### src/include/biss_cfg.svh
`ifndef BISS_CFG_SVH
`define BISS_CFG_SVH

// Number of encoder channels
`define BISS_NCH 4

// Longest SLO frame in bits
`define BISS_MAX_BITS 64

// Divider and timeout counter width
`define BISS_DIV_W 16

// Result FIFO entries
`define BISS_FIFO_DEPTH 4

`endif

### src/design/biss_pkg.sv
`include "biss_cfg.svh"

package biss_pkg;

	typedef logic [`BISS_DIV_W-1:0] div_t;                      // Clocks per MA half period
	typedef logic [$clog2(`BISS_MAX_BITS + 1)-1:0] bitcnt_t;    // 0 to 64 bits
	typedef logic [`BISS_MAX_BITS-1:0] pos_t;
	typedef logic [$clog2(`BISS_NCH)-1:0] chan_t;

	// Per-channel setup written over the bus
	typedef struct packed {
		div_t    divider;
		div_t    timeout;
		bitcnt_t bits;
		logic    cdm;
	} chan_cfg_t;

	typedef struct packed {
		pos_t    data;     // Last bit received in bit 0
		bitcnt_t bits;
	} chan_result_t;

	// Result tagged with its source channel
	typedef struct packed {
		chan_t        chan;
		chan_result_t result;
	} fifo_entry_t;

	typedef enum logic [2:0] {
		ST_IDLE,
		ST_CLK_LOW,
		ST_CLK_HIGH,
		ST_CDM,        // MA carries the CDM bit for the timeout
		ST_RECOVER
	} chan_state_t;

endpackage

### src/design/biss_wb_regs.sv
`timescale 1ns/100ps
`include "biss_cfg.svh"

module biss_wb_regs (
	input  logic                     clk,
	input  logic                     arst_n,
	input  logic                     wb_cyc,
	input  logic                     wb_stb,
	input  logic                     wb_we,
	input  logic [7:0]               wb_adr,
	input  logic [31:0]              wb_dat_w,
	output logic [31:0]              wb_dat_r,
	output logic                     wb_ack,
	output biss_pkg::chan_cfg_t      cfg [`BISS_NCH],
	output logic [`BISS_NCH-1:0]     start,
	input  logic [`BISS_NCH-1:0]     busy,
	input  biss_pkg::fifo_entry_t    fifo_head,
	input  logic                     fifo_nempty,
	output logic                     fifo_pop
);
	import biss_pkg::*;

	localparam int NCH = `BISS_NCH;

	localparam logic [7:0] ADR_STATUS  = 8'h40;
	localparam logic [7:0] ADR_DATA_LO = 8'h44;
	localparam logic [7:0] ADR_DATA_HI = 8'h48;
	localparam logic [7:0] ADR_BITS    = 8'h4C;

	localparam logic [3:0] OFS_DIV     = 4'h0;
	localparam logic [3:0] OFS_TIMEOUT = 4'h4;
	localparam logic [3:0] OFS_FRAME   = 4'h8;

	logic        req;
	logic        is_chan;
	chan_t       sel_chan;
	logic [31:0] rd_word;

	// New cycle seen, ack not yet given
	assign req      = wb_cyc && wb_stb && !wb_ack;
	assign is_chan  = wb_adr[7:4] < 4'(NCH);     // Per-channel blocks at c*16
	assign sel_chan = wb_adr[4 +: $bits(chan_t)];

	// Head is popped on the edge that captures its high word
	assign fifo_pop = req && !wb_we && (wb_adr == ADR_DATA_HI) && fifo_nempty;

	always_comb begin
		rd_word = '0;
		if (is_chan) begin
			case (wb_adr[3:0])
				OFS_DIV:     rd_word[`BISS_DIV_W-1:0] = cfg[sel_chan].divider;
				OFS_TIMEOUT: rd_word[`BISS_DIV_W-1:0] = cfg[sel_chan].timeout;
				OFS_FRAME:   rd_word[7:0] = {cfg[sel_chan].cdm, cfg[sel_chan].bits};
				default:     rd_word = '0;
			endcase
		end else begin
			case (wb_adr)
				ADR_STATUS: begin
					rd_word[NCH-1:0] = busy;
					rd_word[8]       = fifo_nempty;
					if (fifo_nempty)
						rd_word[9 +: $bits(chan_t)] = fifo_head.chan;
				end
				ADR_DATA_LO: rd_word = fifo_head.result.data[31:0];
				ADR_DATA_HI: rd_word = fifo_head.result.data[63:32];
				ADR_BITS:    rd_word[$bits(bitcnt_t)-1:0] = fifo_head.result.bits;
				default:     rd_word = '0;
			endcase
		end
	end

	always_ff @(posedge clk or negedge arst_n) begin
		if (!arst_n) begin
			wb_ack <= 1'b0;
			start  <= '0;
			for (int c = 0; c < NCH; c++) begin
				cfg[c] <= '{divider: div_t'(1), timeout: div_t'(1), bits: '0, cdm: 1'b0};
			end
		end else begin
			wb_ack <= req;
			start  <= '0;         // Single cycle pulse
			if (req && wb_we && is_chan) begin
				case (wb_adr[3:0])
					OFS_DIV:     cfg[sel_chan].divider <= wb_dat_w[`BISS_DIV_W-1:0];
					OFS_TIMEOUT: cfg[sel_chan].timeout <= wb_dat_w[`BISS_DIV_W-1:0];
					OFS_FRAME: begin
						cfg[sel_chan].bits <= wb_dat_w[6:0];
						cfg[sel_chan].cdm  <= wb_dat_w[7];
						start[sel_chan]    <= 1'b1;
					end
					default: ;
				endcase
			end
		end
	end

	// Read data lands with the ack
	always_ff @(posedge clk) begin
		if (req)
			wb_dat_r <= rd_word;
	end

	a_ack_single: assert property (@(posedge clk) disable iff (!arst_n)
		wb_ack |=> !wb_ack);

endmodule

### config.mk
export PLATFORM = sky130hd
export DESIGN_NAME = biss_wb_regs
export DESIGN_NICKNAME = d
export VERILOG_FILES = /design/src/design/biss_pkg.sv /design/src/design/biss_wb_regs.sv
export VERILOG_INCLUDE_DIRS = /design/src /design/src/include
export SDC_FILE = /design/constraint.sdc
export NUM_CORES = 1
export LEC_CHECK = 0
export ABC_AREA = 1
export BUFFER_PORTS_ARGS = -buffer_cell sky130_fd_sc_hd__buf_4
export CORE_MARGIN = 8
export CORE_UTILIZATION = 40
export CTS_CLUSTER_DIAMETER = 150
export DETAILED_ROUTE_END_ITERATION = 6
export PLACE_DENSITY = 0.76
export SLEW_MARGIN = 20
export SYNTH_ARGS = -nofsm -noshare
export SYNTH_HDL_FRONTEND = slang
export SYNTH_SLANG_ARGS = --single-unit
### constraint.sdc
create_clock -name clk -period 1.8 [get_ports clk]
set_input_delay 0.09 -clock clk [delete_from_list [all_inputs] [get_ports clk]]
set_output_delay 0.09 -clock clk [all_outputs]
set_load 0.01 [all_outputs]
==> out/summary.txt, run 1 <==
Filler cells - 2230
1st-iter DRT viols - 1328
Yosys top cell by area - dfrtp_1
fraction of layout cells with a size suffix above 1 - 25.39%
syn_area_per_cell - 7.590 µm²
layout overhead on the synthesized area - 39.66%
Worst Hold Class - in -> reg
Leak Pwr - 7.611 nW
Antenna Cells - 0
routed via count - 10520
Multi-input gate area - 4194 µm²
Max FO, Critical Path - 19
setup TNS - 0 ps
final hold vios - 1
normalized max-slew margin - 29.34%
clock network power share - 41.7%
fin util - 56.97%
residual DRC count - 0
drt pass-1 iters - 5
Die H - 173.5 µm
Worst VDD drop - 0.5074 mV
combinational share of power - 11.7%
die footprint - 30100 µm²
Sw Ratio - 27.08%
Switching Power - 2.748 mW
WS Path Type - reg -> reg
cells after synthesis - 1307
Vias/cell - 5.320
top-level port count - 321
RD Place Congestion - 0.9111
CTS Buf Count - 17
crit share post-route - 92.66%
overall power - 10.15 mW
CP Capture Type - register
sequential share of power - 46.6%
Final HPWL DP - 29160 µm
Min Clock Period, post-route - 1668 ps
register area share after synthesis - 51.41%
worst skew pair latency - 450 ps
DRT Wirelength - 40130 µm
Wirelength per Cell - 20.29 µm
Final ANT Viol Nets - 0
FF+latch area - 5100 µm²
Mapped Nets - 1430
initial core utilization - 40.79%
Worst Clk Skew - 10.69 ps
slowest stage delay, CP - 390 ps
hold slack - -0.8101 ps
final net count - 1764
H-Tree Depth - 4
Worst-path clk slew - 80 ps
die width - 173.5 µm
CTS max path bufs - 2
CP Cell Sequence - inv_1, nand3_2, nor2_4, inv_2, nor2_8, buf_12, nand2_4, nor2_2, nor2_1
RSZ-0062 raised after global routing - false
WP buf/inv - 3
initial antenna violation count - 0
Arr. time, crit path - 2010 ps
non-filler cells, final - 1978
critical path required time - 2140 ps
Crit. Startpoint - wb_ack
overall routing resource usage - 25.91%
power density over the cells - 732.2 nW/µm²
slowest cell on the critical path - dfrtp_1
Slew Limit Fails - 0
synth unique cells - 27
# setup viols final - 0
hold_sp - fifo_head[52]
Synth Cell Area - 9921 µm²
CTS sink count - 197
Area contributors post-synth - dfrtp_1 (40%), nand2_1 (22%), edfxtp_1 (9.7%), o21ai_0 (5.8%), nor2_1 (3.8%)
Overflow after GRT - 0
Synth Register Bits - 197
core area - 24320 µm²
largest delay contributor family on the critical path - simple AND/OR/NAND/NOR gates
Worst Max-Slew Pin Slew - 1056 ps
largest net degree at the start of global routing - 73
CTS tree - built
IO buf count - 304
top cell type's share of synthesized area - 39.60%
P_int - 7.397 mW
Yosys warnings - 0
placed insts - 1889
crit path launch type - register
row cnt - 57
violated checks - hold timing
Worst R2R Start - wb_ack
Max Freq - 599.5 MHz
status - finished, violations left
Root Driver - clkbuf_16
Max Cap Violations - 0
first-pass GRT wire length - 61290 µm
number of global-route vias before repair - 10250
kinds of logic (layout without fill, tap and decap cells):
kind of cell    after synthesis  count (layout)  share of synthesized area [%]
simple gates                756             756                          30.72
compound gates              206             206                          11.38
flops                       197             197                          51.41
buf+inv                     148             495                          6.495
power by group through the flow:
stage | Sequential [mW] | Combinational [mW] | Clock, mW
6_report | 4.73 | 1.19 | 4.23
5_1_grt | 4.74 | 1.28 | 4.43
4_1_cts | 4.72 | 1.17 | 4.27
3_5_place_dp | 4.81 | 1.10 | 0
3_3_place_gp | 4.81 | 1.08 | 0
2_1_floorplan | 4.84 | 0.387 | 0
through the flow:
| step | setup slack, ps | instance area [µm²] | hold WS (ps) |
|---|---|---|---|
| floorplan | 140.5 | 9921 | -205.6 |
| global placement | -7.400 | 12600 | 40.74 |
| detailed placement | -100.9 | 12600 | 45.50 |
| CTS | 0.3373 | 13800 | 1.093 |
| global route | 9.662 | 13860 | 1.385 |
| finish | 132.1 | 13860 | -0.8101 |
synthesized netlist by cell type (all sizes together):
cell / instances
clkbuf: 32
o21ai: 132
dfstp: 8
a22o: 16
nor2: 118
buf: 51
dfrtp: 157
nand3: 47
nor4b: 1
edfxtp: 32
o31ai: 15
nand2: 587
nor3: 3
inv: 64
clkinv: 1
a21oi: 43
worst min-delay path: cells and delay by family:
family	cells	cell delay [ps]
AND/OR/NAND/NOR	3	150
buffers and inverters	2	110
cell usage in the layout (no fill, tap or decap), types with 3 or more instances in the layout:
cell type      instances
dlygate4sd3_1         54
nand2_4                4
a21oi_1               43
inv_8                  3
nor3_1                 3
edfxtp_1              32
inv_2                  4
buf_4                332
clkbuf_16             20
buf_12                 9
o21ai_0              114
dfrtp_1              157
nand2_2                4
inv_1                 58
a22o_1                16
o31ai_1               15
nor2_1                97
dfstp_2                8
inv_6                  5
nand2_1              579
nand3_1               46
o21ai_1               18
nor2_4                 7
nor2_2                12
per-layer routing:
layer / track usage, % / part of all wire [%] / up-vias
li1: - / - / 4814
met1: 32.73 / 40 / 5013
met2: 41.16 / 46 / 615
met3: 8.560 / 11 / 81
met4: 8.624 / 2.7 / 0
met5: 0 / 0 / -
timing repair:
action | 4_1_cts | 5_1_grt
gates cloned | 0 | 1
buffers inserted | 0 | 2
pin swaps | 1 | 2
hold buffers | 54 | 0
setup endpoints to repair | 3 | 27
endpoints found under the hold margin | 213 | 0
gates resized for setup | 1 | 9
layout make-up:
type	count	share of cell area [%]
well taps	324	2.926
repair buffers	398	23.53
clock inverters	13	1.237
clock buffers	19	3.431
flip-flops and latches	197	36.81
inverters	65	1.797
multi-input cells	962	30.27
worst paths after layout:
path / endpoint / slack (ps) / cells past startpoint
max: register / 130 / 9
min: wb_dat_r[13] / -0.8 / 5
max reg2reg: register / 130 / 9
min reg2reg: register / 500 / 2
max in group asynchronous: asynchronous set/reset pin / 930 / 3
min in group asynchronous: start[1] / 120 / 2
Power figures use the tool's default switching activity.
==> run 2, diff against run 1 <==
--- a/config.mk
+++ b/config.mk
@@ -9,10 +9,10 @@
 export ABC_AREA = 1
 export BUFFER_PORTS_ARGS = -buffer_cell sky130_fd_sc_hd__buf_4
 export CORE_MARGIN = 8
-export CORE_UTILIZATION = 40
+export CORE_UTILIZATION = 50
 export CTS_CLUSTER_DIAMETER = 150
 export DETAILED_ROUTE_END_ITERATION = 6
-export PLACE_DENSITY = 0.76
+export PLACE_DENSITY = 0.9
 export SLEW_MARGIN = 20
 export SYNTH_ARGS = -nofsm -noshare
 export SYNTH_HDL_FRONTEND = slang
==> out/summary.txt, run 2 (synthesized netlist as in run 1, its figures left out) <==
status - completed
residual DRC count - 0
H-Tree Depth - 4
core area - 19460 µm²
CTS max path bufs - 2
Wirelength per Cell - 20.34 µm
IO buf count - 304
Arr. time, crit path - 2010 ps
Final HPWL DP - 28330 µm
Worst Hold Class - in -> reg
row cnt - 51
routed via count - 10600
CTS Buf Count - 17
top-level port count - 321
Die H - 156.9 µm
Worst Clk Skew - 11.52 ps
CP Cell Sequence - inv_1, nand3_1, nor2_4, inv_2, nor2_8, nand2_1, buf_12, nor2_1, nor2_1
die width - 156.9 µm
crit path launch type - register
slowest stage delay, CP - 380 ps
overall routing resource usage - 30.80%
CP Capture Type - register
Filler cells - 1536
initial antenna violation count - 1
1st-iter DRT viols - 1193
power density over the cells - 729.2 nW/µm²
CTS tree - built
drt pass-1 iters - 6
Worst VDD drop - 0.7011 mV
most frequent cells in the layout - nand2_1 (580), buf_4 (339), dfrtp_1 (157)
P_int - 7.370 mW
Max Freq - 595.9 MHz
Min Clock Period, post-route - 1678 ps
Sw Ratio - 26.17%
clock network power share - 41.0%
Leak Pwr - 7.571 nW
FF+latch area - 5100 µm²
Switching Power - 2.613 mW
RD Place Congestion - 0.9725
Worst-path clk slew - 80 ps
final hold vios - 0
crit share post-route - 93.23%
setup TNS - 0 ps
Max Cap Violations - 0
final net count - 1763
normalized max-slew margin - 22.18%
RSZ-0062 raised after global routing - false
Max FO, Critical Path - 20
Worst Max-Slew Pin Slew - 1163 ps
DRT Wirelength - 39020 µm
first-pass GRT wire length - 58190 µm
WS Path Type - reg -> reg
Root Driver - clkbuf_16
die footprint - 24610 µm²
initial core utilization - 50.97%
fin util - 70.34%
most common cell after layout, fill and taps aside - nand2_1
Final ANT Viol Nets - 0
Crit path top cell by count - nor2_1
number of global-route vias before repair - 10090
worst skew pair latency - 440 ps
# setup viols final - 0
combinational share of power - 11.6%
layout overhead on the synthesized area - 38.00%
largest net degree at the start of global routing - 56
Slew Limit Fails - 0
Overflow after GRT - 0
slowest cell on the critical path - dfrtp_1
Vias/cell - 5.522
sequential share of power - 47.4%
Multi-input gate area - 4190 µm²
CTS sink count - 197
fraction of layout cells with a size suffix above 1 - 25.59%
critical path required time - 2130 ps
run 2: cell count changes in the layout (fill, tap and decap cells not counted), moves of 3 or more:
cell           delta
nor2_1            +3
clkbuf_16         -3
dlygate4sd3_1     -7
buf_4             +7
nor2_2            -3
run 2: worst max-delay path: cells and delay by family (launching register included):
family	cells	cell delay, ps
buf+inv	3	340
flops	1	380
simple gates	6	850
run 2: area by class of cell:
| cell class | count | share of cell area [%] |
|---|---|---|
| flip-flops and latches | 197 | 37.25 |
| inverters | 65 | 1.828 |
| repair buffers | 396 | 23.30 |
| multi-input cells | 963 | 30.61 |
| well taps | 265 | 2.422 |
| clock inverters | 14 | 1.371 |
| clock buffers | 18 | 3.208 |
| diodes | 1 | 0.01828 |
run 2: per-layer routing:
layer	routed length [µm]	track usage [%]
met2	18360	49.38
met3	4555	7.805
met1	14890	39.29
met5	0	0
met4	1218	12.22
run 2: power groups by stage:
stage	clock network (mW)	logic [mW]	registers (mW)
2_1_floorplan	0	0.387	4.84
3_3_place_gp	0	1.06	4.81
3_5_place_dp	0	1.08	4.81
4_1_cts	4.09	1.14	4.73
5_1_grt	4.30	1.25	4.74
6_report	4.09	1.16	4.73
run 2: through the flow:
step | cell area (µm²) | hold WS, ps | power (mW) | setup slack, ps | cells
final | 13690 | 12.87 | 9.983 | 121.9 | 1919
after global routing | 13690 | 8.093 | 10.28 | 19.28 | 1919
after CTS | 13630 | 10.45 | 9.961 | 36.13 | 1914
after detailed placement | 12530 | 33.43 | 5.894 | -189.2 | 1835
after global placement | 12530 | 27.00 | 5.870 | -78.95 | 1835
after floorplan | 9921 | -205.6 | 5.225 | 140.5 | 1307
run 2: repair_timing:
action                                  in CTS  in global routing
buffers inserted                             0                  3
endpoints found under the hold margin      239                  0
hold buffers                                47                  0
endpoints found under the setup margin       0                 36
resized for setup                            0                  5
run 2: path summary, 6_finish.rpt:
check	slack [ps]	end	startpoint	cells after the start
setup reg to reg	120	register	wb_ack	9
min in group asynchronous	130	asynchronous set/reset pin	arst_n	2
max in group asynchronous	900	asynchronous set/reset pin	arst_n	3
hold / removal	10	wb_dat_r[13]	fifo_head[52]	5
setup / recovery	120	register	wb_ack	9
hold reg to reg	490	register	register	2
