<file path="src/include/biss_cfg.svh">
`ifndef BISS_CFG_SVH
`define BISS_CFG_SVH

// Number of encoder channels
`define BISS_NCH 4

// Longest SLO frame in bits
`define BISS_MAX_BITS 64

// Divider and timeout counter width
`define BISS_DIV_W 16

// Result FIFO entries
`define BISS_FIFO_DEPTH 4

`endif

</file>
<file path="src/design/biss_pkg.sv">
`include "biss_cfg.svh"

package biss_pkg;

	typedef logic [`BISS_DIV_W-1:0] div_t;                      // Clocks per MA half period
	typedef logic [$clog2(`BISS_MAX_BITS + 1)-1:0] bitcnt_t;    // 0 to 64 bits
	typedef logic [`BISS_MAX_BITS-1:0] pos_t;
	typedef logic [$clog2(`BISS_NCH)-1:0] chan_t;

	// Per-channel setup written over the bus
	typedef struct packed {
		div_t    divider;
		div_t    timeout;
		bitcnt_t bits;
		logic    cdm;
	} chan_cfg_t;

	typedef struct packed {
		pos_t    data;     // Last bit received in bit 0
		bitcnt_t bits;
	} chan_result_t;

	// Result tagged with its source channel
	typedef struct packed {
		chan_t        chan;
		chan_result_t result;
	} fifo_entry_t;

	typedef enum logic [2:0] {
		ST_IDLE,
		ST_CLK_LOW,
		ST_CLK_HIGH,
		ST_CDM,        // MA carries the CDM bit for the timeout
		ST_RECOVER
	} chan_state_t;

endpackage

</file>
<file path="src/design/biss_channel.sv">
`timescale 1ns/100ps
`include "biss_cfg.svh"

module biss_channel (
	input  logic                   clk,
	input  logic                   arst_n,
	input  biss_pkg::chan_cfg_t    cfg,
	input  logic                   start,
	output logic                   busy,
	output logic                   ma,
	input  logic                   slo,
	output logic                   done,
	output biss_pkg::chan_result_t result,
	input  logic                   take
);
	import biss_pkg::*;

	chan_state_t state;
	chan_cfg_t   cfg_q;        // Frame setup held for the whole frame
	div_t        cnt;
	bitcnt_t     bits_left;
	pos_t        shift;
	logic        accept;
	logic        ma_rise;

	// A pending result blocks new frames
	assign accept  = (state == ST_IDLE) && start && !done;
	assign ma_rise = (state == ST_CLK_LOW) && (cnt == '0);

	assign busy        = (state != ST_IDLE) || done;
	assign result.data = shift;
	assign result.bits = cfg_q.bits;

	always_ff @(posedge clk or negedge arst_n) begin
		if (!arst_n) begin
			state     <= ST_IDLE;
			ma        <= 1'b1;       // MA idles high
			cnt       <= '0;
			bits_left <= '0;
			done      <= 1'b0;
		end else begin
			if (take)
				done <= 1'b0;
			case (state)
				ST_IDLE: begin
					if (accept) begin
						bits_left <= cfg.bits;
						if (cfg.bits != '0) begin
							state <= ST_CLK_LOW;
							ma    <= 1'b0;
							cnt   <= cfg.divider - 1'b1;
						end else begin
							state <= ST_CDM;    // Empty frame goes straight to CDM
							ma    <= cfg.cdm;
							cnt   <= cfg.timeout - 1'b1;
						end
					end
				end
				ST_CLK_LOW: begin
					if (cnt == '0) begin
						state     <= ST_CLK_HIGH;
						ma        <= 1'b1;
						cnt       <= cfg_q.divider - 1'b1;
						bits_left <= bits_left - 1'b1;
					end else begin
						cnt <= cnt - 1'b1;
					end
				end
				ST_CLK_HIGH: begin
					if (cnt != '0) begin
						cnt <= cnt - 1'b1;
					end else if (bits_left == '0) begin
						state <= ST_CDM;
						ma    <= cfg_q.cdm;
						cnt   <= cfg_q.timeout - 1'b1;
					end else begin
						state <= ST_CLK_LOW;
						ma    <= 1'b0;
						cnt   <= cfg_q.divider - 1'b1;
					end
				end
				ST_CDM: begin
					if (cnt == '0) begin
						state <= ST_RECOVER;
						ma    <= 1'b1;
						cnt   <= cfg_q.divider - 1'b1;
					end else begin
						cnt <= cnt - 1'b1;
					end
				end
				ST_RECOVER: begin
					if (cnt == '0) begin
						state <= ST_IDLE;
						done  <= 1'b1;          // Held until the collector takes it
					end else begin
						cnt <= cnt - 1'b1;
					end
				end
				default: state <= ST_IDLE;
			endcase
		end
	end

	// Frame payload
	always_ff @(posedge clk) begin
		if (accept) begin
			cfg_q <= cfg;
			shift <= '0;
		end else if (ma_rise) begin
			shift <= {shift[`BISS_MAX_BITS-2:0], slo};   // MSB first
		end
	end

	a_ma_idle_high: assert property (@(posedge clk) disable iff (!arst_n)
		(state == ST_IDLE) |-> ma);

	a_take_when_done: assert property (@(posedge clk) disable iff (!arst_n)
		take |-> done);

endmodule

</file>
<file path="config.mk">
export PLATFORM = sky130hd
export DESIGN_NAME = biss_channel
export DESIGN_NICKNAME = d
export VERILOG_FILES = /design/src/design/biss_pkg.sv /design/src/design/biss_channel.sv
export VERILOG_INCLUDE_DIRS = /design/src /design/src/include
export SDC_FILE = /design/constraint.sdc
export NUM_CORES = 1
export LEC_CHECK = 0
export BUFFER_PORTS_ARGS = -buffer_cell sky130_fd_sc_hd__buf_2
export CAP_MARGIN = 25
export CORE_ASPECT_RATIO = 0.9
export CORE_MARGIN = 4
export CORE_UTILIZATION = 25
export CTS_BUF_LIST = sky130_fd_sc_hd__clkbuf_8
export DETAILED_ROUTE_END_ITERATION = 12
export HOLD_SLACK_MARGIN = 0.03
export RECOVER_POWER = 25
export SYNTH_ARGS = -nofsm -noshare
export SYNTH_HDL_FRONTEND = slang
export SYNTH_SLANG_ARGS = --single-unit
</file>
<file path="constraint.sdc">
create_clock -name clk -period 5.2 [get_ports clk]
set_clock_uncertainty 0.1 [all_clocks]
set_input_delay 1.04 -clock clk [delete_from_list [all_inputs] [get_ports clk]]
set_output_delay 1.04 -clock clk [all_outputs]
set_load 0.01 [all_outputs]
</file>
==> summary.txt, run 1 <==
STA
  • Crit path time final: 3.635 ns
  • Final period util: 69.90%
  • Slew Viols, Final: 29
  • Setup violators final: 0
  • Fin Setup TNS: 0 ns
  • Fmax achieved: 0.2751 GHz
  • Slew margin rel.: -7.136%
  • Worst-Margin Slew: 1.607 ns
  • RSZ-0062 raised after global routing: false
  • Hold Fails Final Rpt: 0
  • Setup slack after layout: 1.565 ns

Setup path
  • CP Cell Sequence: inv_1 -> ha_1 -> or4b_1 -> or4_1 -> a31oi_4 -> or4_1 -> a22oi_1 -> a211o_1
  • Family with the most delay on the worst path: simple AND/OR/NAND/NOR gates
  • Worst-path fanout max: 19
  • Slowest cell on crit path: or4_1
  • Max stage delay on crit path: 0.91 ns
  • Flop2flop setup slack: 1.57 ns
  • Critical Path Sink Type: register
  • Crit path DAT: 3.87 ns
  • Req. time, crit path: 5.43 ns
  • CP startpoint kind: register
  • CP dominant cell by count: or4_1
  • Crit Path Class: reg -> reg
  • CP Buf/Inv Count: 1

Clock network
  • H-tree Lvls: 4
  • Clock latency at the later pin of the worst-skew pair: 0.45 ns
  • Inserted Clock Buffers: 17
  • Count of clock tree sinks: 132
  • Post-CTS Setup Bufs: 0
  • Worst-path clk slew: 0.08 ns
  • CTS tree: done
  • Root buf cell: clkbuf_8
  • CTS Buffer Depth: 2
  • CTS Hold Buffers Added: 0
  • Cts repair resizes: 0

Floorplan
  • Die H: 163.8 microns
  • Die W: 181.1 microns
  • Initial Util: 25.59%
  • Core Box Area: 26350 sq um
  • Row count: 56
  • DIE AREA: 29670 sq um
  • # IOs: 119

GRT
  • Initial antenna violation count: 0
  • Total GRT Usage: 13.47%
  • Vias in the first global route: 5839
  • Pin count of the biggest net entering global routing: 65
  • Grt total ovfl: 0
  • Global-route wire length before repair: 32210 microns

Yosys
  • Cell area after synthesis: 6743 sq um
  • Synth warn: 0
  • Cell variety after synth: 59
  • Post-synth EDFFs: 40
  • Sequential element share of the synthesized area: 47.23%
  • Mapped Avg Cell Area: 8.734 sq um
  • Post-Syn Instances: 772
  • Register bit total from synthesis: 132
  • Mapped Nets: 821
  • Top FF cell, synth: dfxtp_1
  • Post-synth ARST share: 21.21%

Detailed routing
  • Vias/cell: 4.966
  • Iter 0 DRT Violations: 454
  • Routed wire length: 20390 microns
  • Post-route ant nets: 0
  • Residual DRC count: 0
  • Pre-Repair DR Iteration Count: 5
  • Drt wl/cell: 16.51 microns
  • DR vias: 6133

Run
  • Max-cap violations: 1

Power and ir drop
  • IR drop worst, VDD: 0.1663 mV
  • Leakage power: 2.920 nW
  • Power per cell area: 270.6 nW/um^2

Layout
  • Antenna Cells: 0
  • Fraction of layout cells with a size suffix above 1: 15.11%
  • Area added between synthesis and finish: 19.15%
  • Layout Nets: 923
  • Fill count: 2902

Place
  • IO buf count: 118
  • Final Wtd Congestion: 0.9230
  • Post-Place Worst Slack: 1.607 ns
  • Detailed Place HPWL: 14870 microns

Min path
  • Hold Crit Class: reg -> reg

Status
  • Failing checks: capacitance limit, slew limit
  • Status: finished with violations
synthesized netlist by cell type, drive strengths merged, types with 5 or more instances:
master | number | share of area [%]
nand2 | 163 | 9.1
a21oi | 94 | 7.0
dfxtp | 64 | 19
edfxtp | 40 | 18
nor2 | 37 | 2.2
o21ai | 37 | 2.9
xnor2 | 31 | 4.0
dfrtp | 27 | 10
nor3 | 27 | 2.0
clkbuf | 26 | 1.4
buf | 22 | 2.0
nand3 | 22 | 1.6
xor2 | 22 | 2.9
or4 | 15 | 1.7
nor4 | 14 | 1.5
inv | 9 | 0.50
nand4 | 9 | 0.83
o211ai | 9 | 1.0
o22ai | 9 | 0.83
o31ai | 8 | 0.89
or3 | 7 | 0.65
a31oi | 6 | 0.78
a211oi | 5 | 0.56
a22oi | 5 | 0.56
nand3b | 5 | 0.56
routing by layer:
layer / track usage [%] / up-vias / part of all wire (%)
met3: 2.989 / 40 / 5.4
met1: 18.75 / 2907 / 47
met4: 5.150 / 0 / 2.7
met2: 20.46 / 194 / 45
li1: - / 2992 / -
met5: 0 / - / 0
cell type report:
| type | instances | area (sq um) | share of cell area (%) |
|---|---|---|---|
| repair buffers | 131 | 636.9 | 7.927 |
| multi-input cells | 583 | 3308 | 41.18 |
| inverters | 9 | 33.78 | 0.4205 |
| clock buffers | 18 | 247.7 | 3.084 |
| clock inverters | 14 | 187.7 | 2.336 |
| well taps | 348 | 435.4 | 5.420 |
| flip-flops and latches | 132 | 3184 | 39.64 |
placed cells by master, fill, tap and decap left out, types with 15 or more instances in the layout:
master	Yosys	layout
xor2_1	22	22
dfxtp_1	64	64
dfrtp_1	27	27
clkbuf_1	26	41
a21oi_1	94	94
nor2_1	36	35
buf_2	10	77
nand3_1	22	22
xnor2_1	31	30
or4_1	15	15
nand2_1	163	162
clkbuf_8	0	18
o21ai_0	31	31
nor3_1	27	27
edfxtp_1	40	40
tightest hold or removal path, delay by kind of cell, from the launching register on:
kind / cells / cell delay [ns]
AO/OA/AOI/OAI: 1 / 0.05
AND/OR/NAND/NOR: 1 / 0.05
flip-flops: 1 / 0.31
state kept, by name, summed over array words and instances, names as in the netlist:
| name | flops |
|---|---|
| bits_left | 7 |
| cnt | 16 |
| cfg_q | 33 |
| state | 3 |
| ma | 1 |
| shift | 64 |
| done | 1 |
| result | 7 |
report_power, final:
part / internal (W) / total [W] / switching [W]
clock network: 0.000504 / 0.000971 / 0.000467
logic: 0.0000422 / 0.000100 / 0.0000578
registers: 0.00108 / 0.00110 / 0.0000271
final timing paths:
kind / endpoint / cells after the start / startpoint
worst max-delay path: cnt[6]$_DFFE_PN0P_ / 8 / cnt[0]$_DFFE_PN0P_
worst min register to register: shift[63]$_SDFFE_PP0P_ / 2 / shift[63]$_SDFFE_PP0P_
max in group asynchronous: bits_left[2]$_DFFE_PN0P_ / 1 / arst_n
worst max register to register: cnt[6]$_DFFE_PN0P_ / 8 / cnt[0]$_DFFE_PN0P_
worst min-delay path: shift[63]$_SDFFE_PP0P_ / 2 / shift[63]$_SDFFE_PP0P_
min in group asynchronous: cnt[3]$_DFFE_PN0P_ / 1 / arst_n
kinds of logic (layout without fill, tap and decap cells):
kind of cell / count (synthesis) / after routing / share of synthesized area (%)
multiplexers: 4 / 4 / 0.5938
AO/OA/AOI/OAI: 202 / 202 / 18.17
AND/OR/NAND/NOR: 320 / 320 / 22.42
flip-flops: 132 / 132 / 47.23
XOR/XNOR: 53 / 53 / 6.884
buffers and inverters: 57 / 172 / 3.971
adder cells (fa/ha/maj): 4 / 4 / 0.7423
metrics by stage:
| stage | utilization, % | instance area [sq um] | total power (W) | std cells | hold WS (ns) |
|---|---|---|---|---|---|
| floorplan | - | 6743 | 0.001173 | 772 | 0.3713 |
| global placement | 29.04 | 7650 | 0.001224 | 1203 | 0.3410 |
| detailed placement | 29.04 | 7650 | 0.001227 | 1203 | 0.3459 |
| CTS | 30.69 | 8085 | 0.002206 | 1235 | 0.3578 |
| global route | 30.49 | 8034 | 0.002257 | 1235 | 0.3814 |
| finish | 30.49 | 8034 | 0.002174 | 1235 | 0.3539 |
(Power assumes the default switching activity.)
==> run 2, diff against run 1 <==
- clock period: 5.2 -> 3.5 ns (I/O delays scaled with it)
==> summary.txt, run 2 (synthesized netlist as in run 1, its figures left out) <==
STA
  • Final period util: 90.23% (+20 points)
  • Fin Setup TNS: 0 ns (unchanged)
  • Setup slack after layout: 0.3420 ns (-1.223 ns)
  • Fmax achieved: 0.3167 GHz (+15%)
  • Slew margin rel.: -8.482% (-1.3 points)
  • Slew Viols, Final: 29 (unchanged)
  • Setup violators final: 0 (unchanged)
  • Hold Fails Final Rpt: 0 (unchanged)
  • Crit path time final: 3.158 ns (-0.4766 ns)
  • RSZ-0062 raised after global routing: false
  • Worst-Margin Slew: 1.627 ns (+0.02018 ns)

GRT
  • Pin count of the biggest net entering global routing: 65 (unchanged)
  • Global-route wire length before repair: 31650 microns (-1.7%)
  • Initial antenna violation count: 0 (unchanged)
  • Total GRT Usage: 13.43% (-0.035 points)
  • Grt total ovfl: 0 (unchanged)
  • Vias in the first global route: 5637 (-3.5%)

Floorplan
  • Row count: 56 (unchanged)
  • # IOs: 119 (unchanged)
  • Die H: 163.8 microns (unchanged)
  • Initial Util: 25.59% (unchanged)
  • Die W: 181.1 microns (unchanged)
  • DIE AREA: 29670 sq um (unchanged)
  • Core Box Area: 26350 sq um (unchanged)

Setup path
  • CP startpoint kind: register
  • Crit Path Class: reg -> reg
  • Crit path DAT: 3.38 ns (-0.49 ns)
  • CP startpoint: cnt[0]$_DFFE_PN0P_
  • Flop2flop setup slack: 0.34 ns (-1.22 ns)
  • Req. time, crit path: 3.72 ns (-1.71 ns)
  • Critical Path Sink Type: register
  • CP Cell Sequence: inv_1 -> ha_1 -> or4b_1 -> or4_1 -> buf_4 -> o21ai_4 -> o221ai_1 -> a22oi_1 -> nand3_1
  • FF-to-FF path depth: 9 (+1)
  • Max stage delay on crit path: 0.70 ns (-0.21 ns)
  • Reg-to-Reg End: cnt[14]$_DFFE_PN0P_
  • Slowest cell on crit path: or4_1
  • Family with the most delay on the worst path: simple AND/OR/NAND/NOR gates
  • CP Buf/Inv Count: 2 (+1)
  • Worst-path fanout max: 10 (-9)
  • RR Startpoint: cnt[0]$_DFFE_PN0P_

Status
  • Failing checks: capacitance limit, slew limit
  • Status: finished with violations

Layout
  • Most common cell after layout, fill and taps aside: nand2_1
  • Flip-flop count of the largest register after layout: 64 (unchanged)
  • Top flop regs: shift x64, cfg_q x33, cnt x16
  • Area added between synthesis and finish: 20.30%
  • Register area: 3184 sq um (unchanged)
  • Biggest register: shift
  • Multi-input gate area: 3301 sq um (-0.23%)
  • Fill count: 2888 (-0.48%)
  • Fraction of layout cells with a size suffix above 1: 16.09% (+0.99 points)
  • Antenna Cells: 0 (unchanged)
  • Most frequent cells in the layout: nand2_1 (162), a21oi_1 (94), buf_2 (77), dfxtp_1 (64), clkbuf_1 (41)
  • Layout Nets: 937 (+1.5%)

Power and ir drop
  • IR drop worst, VDD: 0.1630 mV (-2.0%)
  • Power per cell area: 380.2 nW/um^2 (+41%)
  • Leakage power: 2.966 nW (+1.6%)

Detailed routing
  • Vias/cell: 4.914 (-1.0%)
  • DR vias: 6138 (+0.082%)
  • Pre-Repair DR Iteration Count: 5 (unchanged)
  • Drt wl/cell: 16.60 microns (+0.54%)
  • Met3 wire len: 1393 microns (+28%)
  • Met1 Wirelength: 9626 microns (-0.39%)
  • Top layer in use: met4
  • Met2 WL: 9325 microns (+2.7%)
  • Residual DRC count: 0 (unchanged)
  • Iter 0 DRT Violations: 603 (+33%)
  • Post-route ant nets: 0 (unchanged)
  • Routed wire length: 20730 microns (+1.7%)

Clock network
  • Inserted Clock Buffers: 17 (unchanged)
  • Root buf cell: clkbuf_8
  • Count of clock tree sinks: 132 (unchanged)
  • Clock latency at the later pin of the worst-skew pair: 0.46 ns (about the same)
  • Cts repair resizes: 0 (unchanged)
  • CTS tree: done
  • Worst-path clk slew: 0.08 ns (about the same)
  • H-tree Lvls: 4 (unchanged)
  • CTS Buffer Depth: 2 (unchanged)
  • CTS Hold Buffers Added: 0 (unchanged)
  • Post-CTS Setup Bufs: 0 (unchanged)

Run
  • Max-cap violations: 1 (unchanged)

Place
  • Detailed Place HPWL: 15380 microns (+3.5%)
  • IO buf count: 118 (unchanged)
  • Post-Place Worst Slack: 0.3912 ns (-1.216 ns)
  • Final Wtd Congestion: 0.8984 (-2.7%)

Min path
  • Hold Crit Depth: 1 (-1)
  • Min-delay src: cfg[0]
  • Hold path endpoint: cfg_q[0]$_DFFE_PP_
  • Hold Crit Class: in -> reg
[run 2: changes by cell type in the layout (fill, tap and decap cells not counted), sizes merged]
| cell | previous run | this run |
|---|---|---|
| inv | 18 | 13 |
| clkbuf | 59 | 58 |
| clkinv | 1 | 7 |
| clkinvlp | 1 | 2 |
| buf | 90 | 104 |
| bufinv | 3 | 2 |
[run 2: worst reg2reg max path, stage by stage (launching register included)]
cell	delay, ns
dfrtp_1	0.41
inv_1	0.09
ha_1	0.26
or4b_1	0.47
or4_1	0.70
buf_4	0.25
o21ai_4	0.26
o221ai_1	0.21
a22oi_1	0.19
nand3_1	0.09
[run 2: worst max-delay path by stage]
stage	cells after the start	slack (ns)	to
finish	9	0.34	cnt[14]$_DFFE_PN0P_
global route	9	0.17	cnt[14]$_DFFE_PN0P_
CTS	9	0.34	cnt[14]$_DFFE_PN0P_
detailed placement	9	0.39	cnt[14]$_DFFE_PN0P_
global placement	7	0.45	cnt[15]$_DFFE_PN0P_
floorplan	6	0.04	cfg_q[0]$_DFFE_PP_
[run 2: power breakdown]
group,switching (W),internal (W)
clock,0.000665,0.000638
combinational,0.0000824,0.0000633
sequential,0.0000361,0.00160
[run 2: per-layer routing]
metal | GRT usage (%) | vias up
li1 | - | 3016
met1 | 18.56 | 2880
met2 | 20.99 | 212
met3 | 3.477 | 30
met4 | 3.581 | 0
met5 | 0 | -
[run 2: area by class of cell]
cell class,instances,area share [%]
clock buffers,17,2.884
flip-flops and latches,132,39.26
well taps,348,5.368
multi-input cells,583,40.69
repair buffers,145,9.456
inverters,9,0.4165
clock inverters,15,1.928
[run 2: stage by stage]
| stage | cell area, sq um | std cells | power (W) | hold WS, ns | utilization (%) |
|---|---|---|---|---|---|
| 6_report | 8112 | 1249 | 0.003084 | 0.3591 | 30.79 |
| 5_1_grt | 8112 | 1249 | 0.003226 | 0.3244 | 30.79 |
| 4_1_cts | 8163 | 1249 | 0.003143 | 0.1691 | 30.98 |
| 3_3_place_gp | 7772 | 1217 | 0.001817 | 0.3417 | 29.50 |
| 3_5_place_dp | 7772 | 1217 | 0.001820 | 0.3539 | 29.50 |
| 2_1_floorplan | 6743 | 772 | 0.001743 | 0.3044 | - |
==> run 3, diff against run 2 <==
- ABC_AREA: default -> 1
==> summary.txt, run 3 <==
Status
  • Status: finished with violations
  • Failing checks: capacitance limit, slew limit

Layout
  • Most frequent cells in the layout: nand2_1 (260), inv_1 (148), nor2_1 (99), o21ai_0 (93)
  • Top flop regs: shift x64, cfg_q x33, cnt x16
  • Layout Nets: 1207 (+29%)
  • Most common cell after layout, fill and taps aside: nand2_1
  • Area added between synthesis and finish: 17.96%
  • Fill count: 3220 (+11%)
  • Flip-flop count of the largest register after layout: 64 (unchanged)
  • Final Util: 30.17% (-0.62 points)
  • Register area: 3184 sq um (unchanged)
  • Biggest register: shift
  • Multi-input gate area: 3432 sq um (+4.0%)
  • Fraction of layout cells with a size suffix above 1: 14.60% (-1.5 points)

Floorplan
  • Initial Util: 25.58% (about the same)
  • Core Box Area: 29090 sq um (+10%)
  • Die H: 171.7 microns (+4.8%)
  • DIE AREA: 32590 sq um (+9.8%)
  • Die W: 189.8 microns (+4.8%)
  • Row count: 59 (+5.4%)
  • # IOs: 119 (unchanged)

GRT
  • Global-route wire length before repair: 35400 microns (+12%)
  • Vias in the first global route: 6345 (+13%)
  • Initial antenna violation count: 1 (+1)
  • Pin count of the biggest net entering global routing: 74 (+14%)
  • Total GRT Usage: 13.75% (+0.32 points)
  • Grt total ovfl: 0 (unchanged)

STA
  • Fin Setup TNS: 0 ns (unchanged)
  • Hold Fails Final Rpt: 0 (unchanged)
  • Worst-Margin Slew: 1.680 ns (+0.05327 ns)
  • Setup violators final: 0 (unchanged)
  • Slew margin rel.: -12.03% (-3.6 points)
  • Setup slack after layout: 0.9314 ns (+0.5894 ns)
  • Fmax achieved: 0.3893 GHz (+23%)
  • Crit path time final: 2.569 ns (-0.5894 ns)
  • RSZ-0062 raised after global routing: false
  • Slew Viols, Final: 29 (unchanged)
  • Final period util: 73.39% (-17 points)

Detailed routing
  • DR vias: 6946 (+13%)
  • Residual DRC count: 0 (unchanged)
  • Iter 0 DRT Violations: 653 (+8.3%)
  • Pre-Repair DR Iteration Count: 8 (+3)
  • Post-route ant nets: 0 (unchanged)
  • Met1 Wirelength: 10930 microns (+14%)
  • Routed wire length: 22570 microns (+8.9%)
  • Vias/cell: 4.430 (-9.9%)
  • Top layer in use: met4
  • Met2 WL: 9645 microns (+3.4%)
  • Met3 wire len: 1537 microns (+10%)
  • Drt wl/cell: 14.39 microns (-13%)

Setup path
  • Crit Path Class: reg -> reg
  • Crit path DAT: 2.81 ns (-0.57 ns)
  • Critical Path Sink Type: register
  • CP startpoint: cnt[0]$_DFFE_PN0P_
  • Req. time, crit path: 3.74 ns (+0.02 ns)
  • Flop2flop setup slack: 0.93 ns (+0.59 ns)
  • CP startpoint kind: register
  • Worst-path fanout max: 20 (+10)
  • RR Startpoint: cnt[0]$_DFFE_PN0P_

Yosys
  • Synth warn: 0 (unchanged)
  • Mapped Avg Cell Area: 7.058 sq um (-19%)
  • Post-Synth Simple-Gate Area: 27.68% (+5.3 points)
  • Post-synthesis compound-gate area fraction: 14.55% (-3.6 points)
  • Mux cell area share after synthesis: 0% (-0.59 points)
  • Largest family of logic cells by synthesized area: simple AND/OR/NAND/NOR gates
  • XOR/XNOR Fraction of Synth Area: 3.061% (-3.8 points)
  • Post-synth top cells: nand2_1 (261), inv_1 (149), nor2_1 (99)
  • Post-synth ARST share: 21.21% (unchanged)
  • Post-Syn Instances: 1054 (+37%)
  • Cell area after synthesis: 7440 sq um (+10%)
  • Post-synth EDFFs: 40 (unchanged)
  • Synth area leader: dfxtp_1
  • Sequential element share of the synthesized area: 42.80% (-4.4 points)
  • Register bit total from synthesis: 132 (unchanged)
  • Top cells by area, synth: dfxtp_1 (17%), edfxtp_1 (16%), nand2_1 (13%)
  • Adder-cell area share of the yosys netlist: 0.6727% (-0.070 points)
  • Cell variety after synth: 42 (-29%)
  • Cell with the most instances after synthesis: nand2_1
  • Yosys top cell area share: 17.22% (-1.8 points)
  • Mapped Nets: 1103 (+34%)
  • Top FF cell, synth: dfxtp_1

Power and ir drop
  • Internal power: 0.003409 W (+48%)
  • Leakage power: 3.901 nW (+32%)
  • Power per cell area: 702.3 nW/um^2 (+85%)
  • Clk pwr share: 22.9% (-19 points)
  • Register share of total power: 34.7% (-18 points)
  • Comb pwr share: 42.4% (+38 points)
  • Sw Share: 44.69% (+19 points)
  • Psw: 0.002754 W (+250%)
  • IR drop worst, VDD: 0.2594 mV (+59%)

Place
  • Final Wtd Congestion: 0.8976 (about the same)
  • Post-Place Worst Slack: 0.8140 ns (+0.4228 ns)
  • IO buf count: 118 (unchanged)
  • Detailed Place HPWL: 17350 microns (+13%)

Min path
  • Hold Crit Class: in -> reg
  • Min-delay src: take

Clock network
  • Clock latency at the later pin of the worst-skew pair: 0.46 ns (about the same)
  • H-tree Lvls: 4 (unchanged)
  • Count of clock tree sinks: 132 (unchanged)
  • CTS Buffer Depth: 2 (unchanged)
  • Inserted Clock Buffers: 17 (unchanged)
  • CTS Hold Buffers Added: 0 (unchanged)
  • Root buf cell: clkbuf_8
  • Cts repair resizes: 0 (unchanged)
  • CTS tree: done
  • Post-CTS Setup Bufs: 0 (unchanged)
  • Worst-path clk slew: 0.09 ns (about the same)

Run
  • Max-cap violations: 1 (unchanged)
## run 3: cells by family after synthesis
| family | after synthesis |
|---|---|
| flops | 132 |
| simple gates | 482 |
| fa+ha+maj | 4 |
| compound gates | 206 |
| buf+inv | 204 |
| xor+xnor | 26 |
## run 3: cell type report
class | count | area share [%]
multi-input combinational | 718 | 39.11
sequential | 132 | 36.28
timing repair buffer | 125 | 7.029
inverter | 164 | 7.029
tap | 396 | 5.646
clock buffer | 18 | 2.823
clock inverter | 14 | 2.053
antenna | 1 | 0.02851
## run 3: path summary, 6_finish.rpt
check / cells past startpoint / to
hold / removal: 2 / done$_DFF_PN0_
setup reg to reg: 12 / cnt[0]$_DFFE_PN0P_
min in group asynchronous: 1 / bits_left[2]$_DFFE_PN0P_
setup / recovery: 12 / cnt[0]$_DFFE_PN0P_
hold reg to reg: 2 / shift[63]$_SDFFE_PP0P_
max in group asynchronous: 1 / bits_left[5]$_DFFE_PN0P_
## run 3: power groups by stage
| stage | Sequential [W] | Combinational (W) | Clock [W] |
|---|---|---|---|
| 6_report | 0.00214 | 0.00261 | 0.00141 |
| 5_1_grt | 0.00218 | 0.00296 | 0.00152 |
| 4_1_cts | 0.00214 | 0.00261 | 0.00145 |
| 3_3_place_gp | 0.00217 | 0.00258 | 0 |
| 2_1_floorplan | 0.00210 | 0.00194 | 0 |
| 3_5_place_dp | 0.00217 | 0.00260 | 0 |
## run 3: worst max-delay path: stages (launching register included)
cell	delay (ns)
dfrtp_1	0.38
inv_1	0.10
ha_1	0.20
nand2_1	0.13
nor2_2	0.13
nand2_1	0.10
nor2_2	0.16
buf_4	0.30
nand2_1	0.14
nand2_2	0.27
inv_2	0.21
o21ai_0	0.12
o22ai_1	0.10
## run 3: per-stage QoR
| stage | total power (W) | hold WS (ns) | instance area, sq um | cells |
|---|---|---|---|---|
| after floorplan | 0.004042 | 0.3044 | 7440 | 1054 |
| after global placement | 0.004756 | 0.3322 | 8397 | 1535 |
| after detailed placement | 0.004770 | 0.3471 | 8397 | 1535 |
| after CTS | 0.006205 | 0.1764 | 8825 | 1567 |
| after global routing | 0.006655 | 0.3418 | 8776 | 1568 |
| final | 0.006164 | 0.3382 | 8776 | 1568 |
## run 3: layer usage
layer | up-vias | track usage [%]
li1 | 3563 | -
met1 | 3145 | 19.73
met2 | 212 | 20.32
met3 | 26 | 3.348
met4 | 0 | 4.465
met5 | - | 0
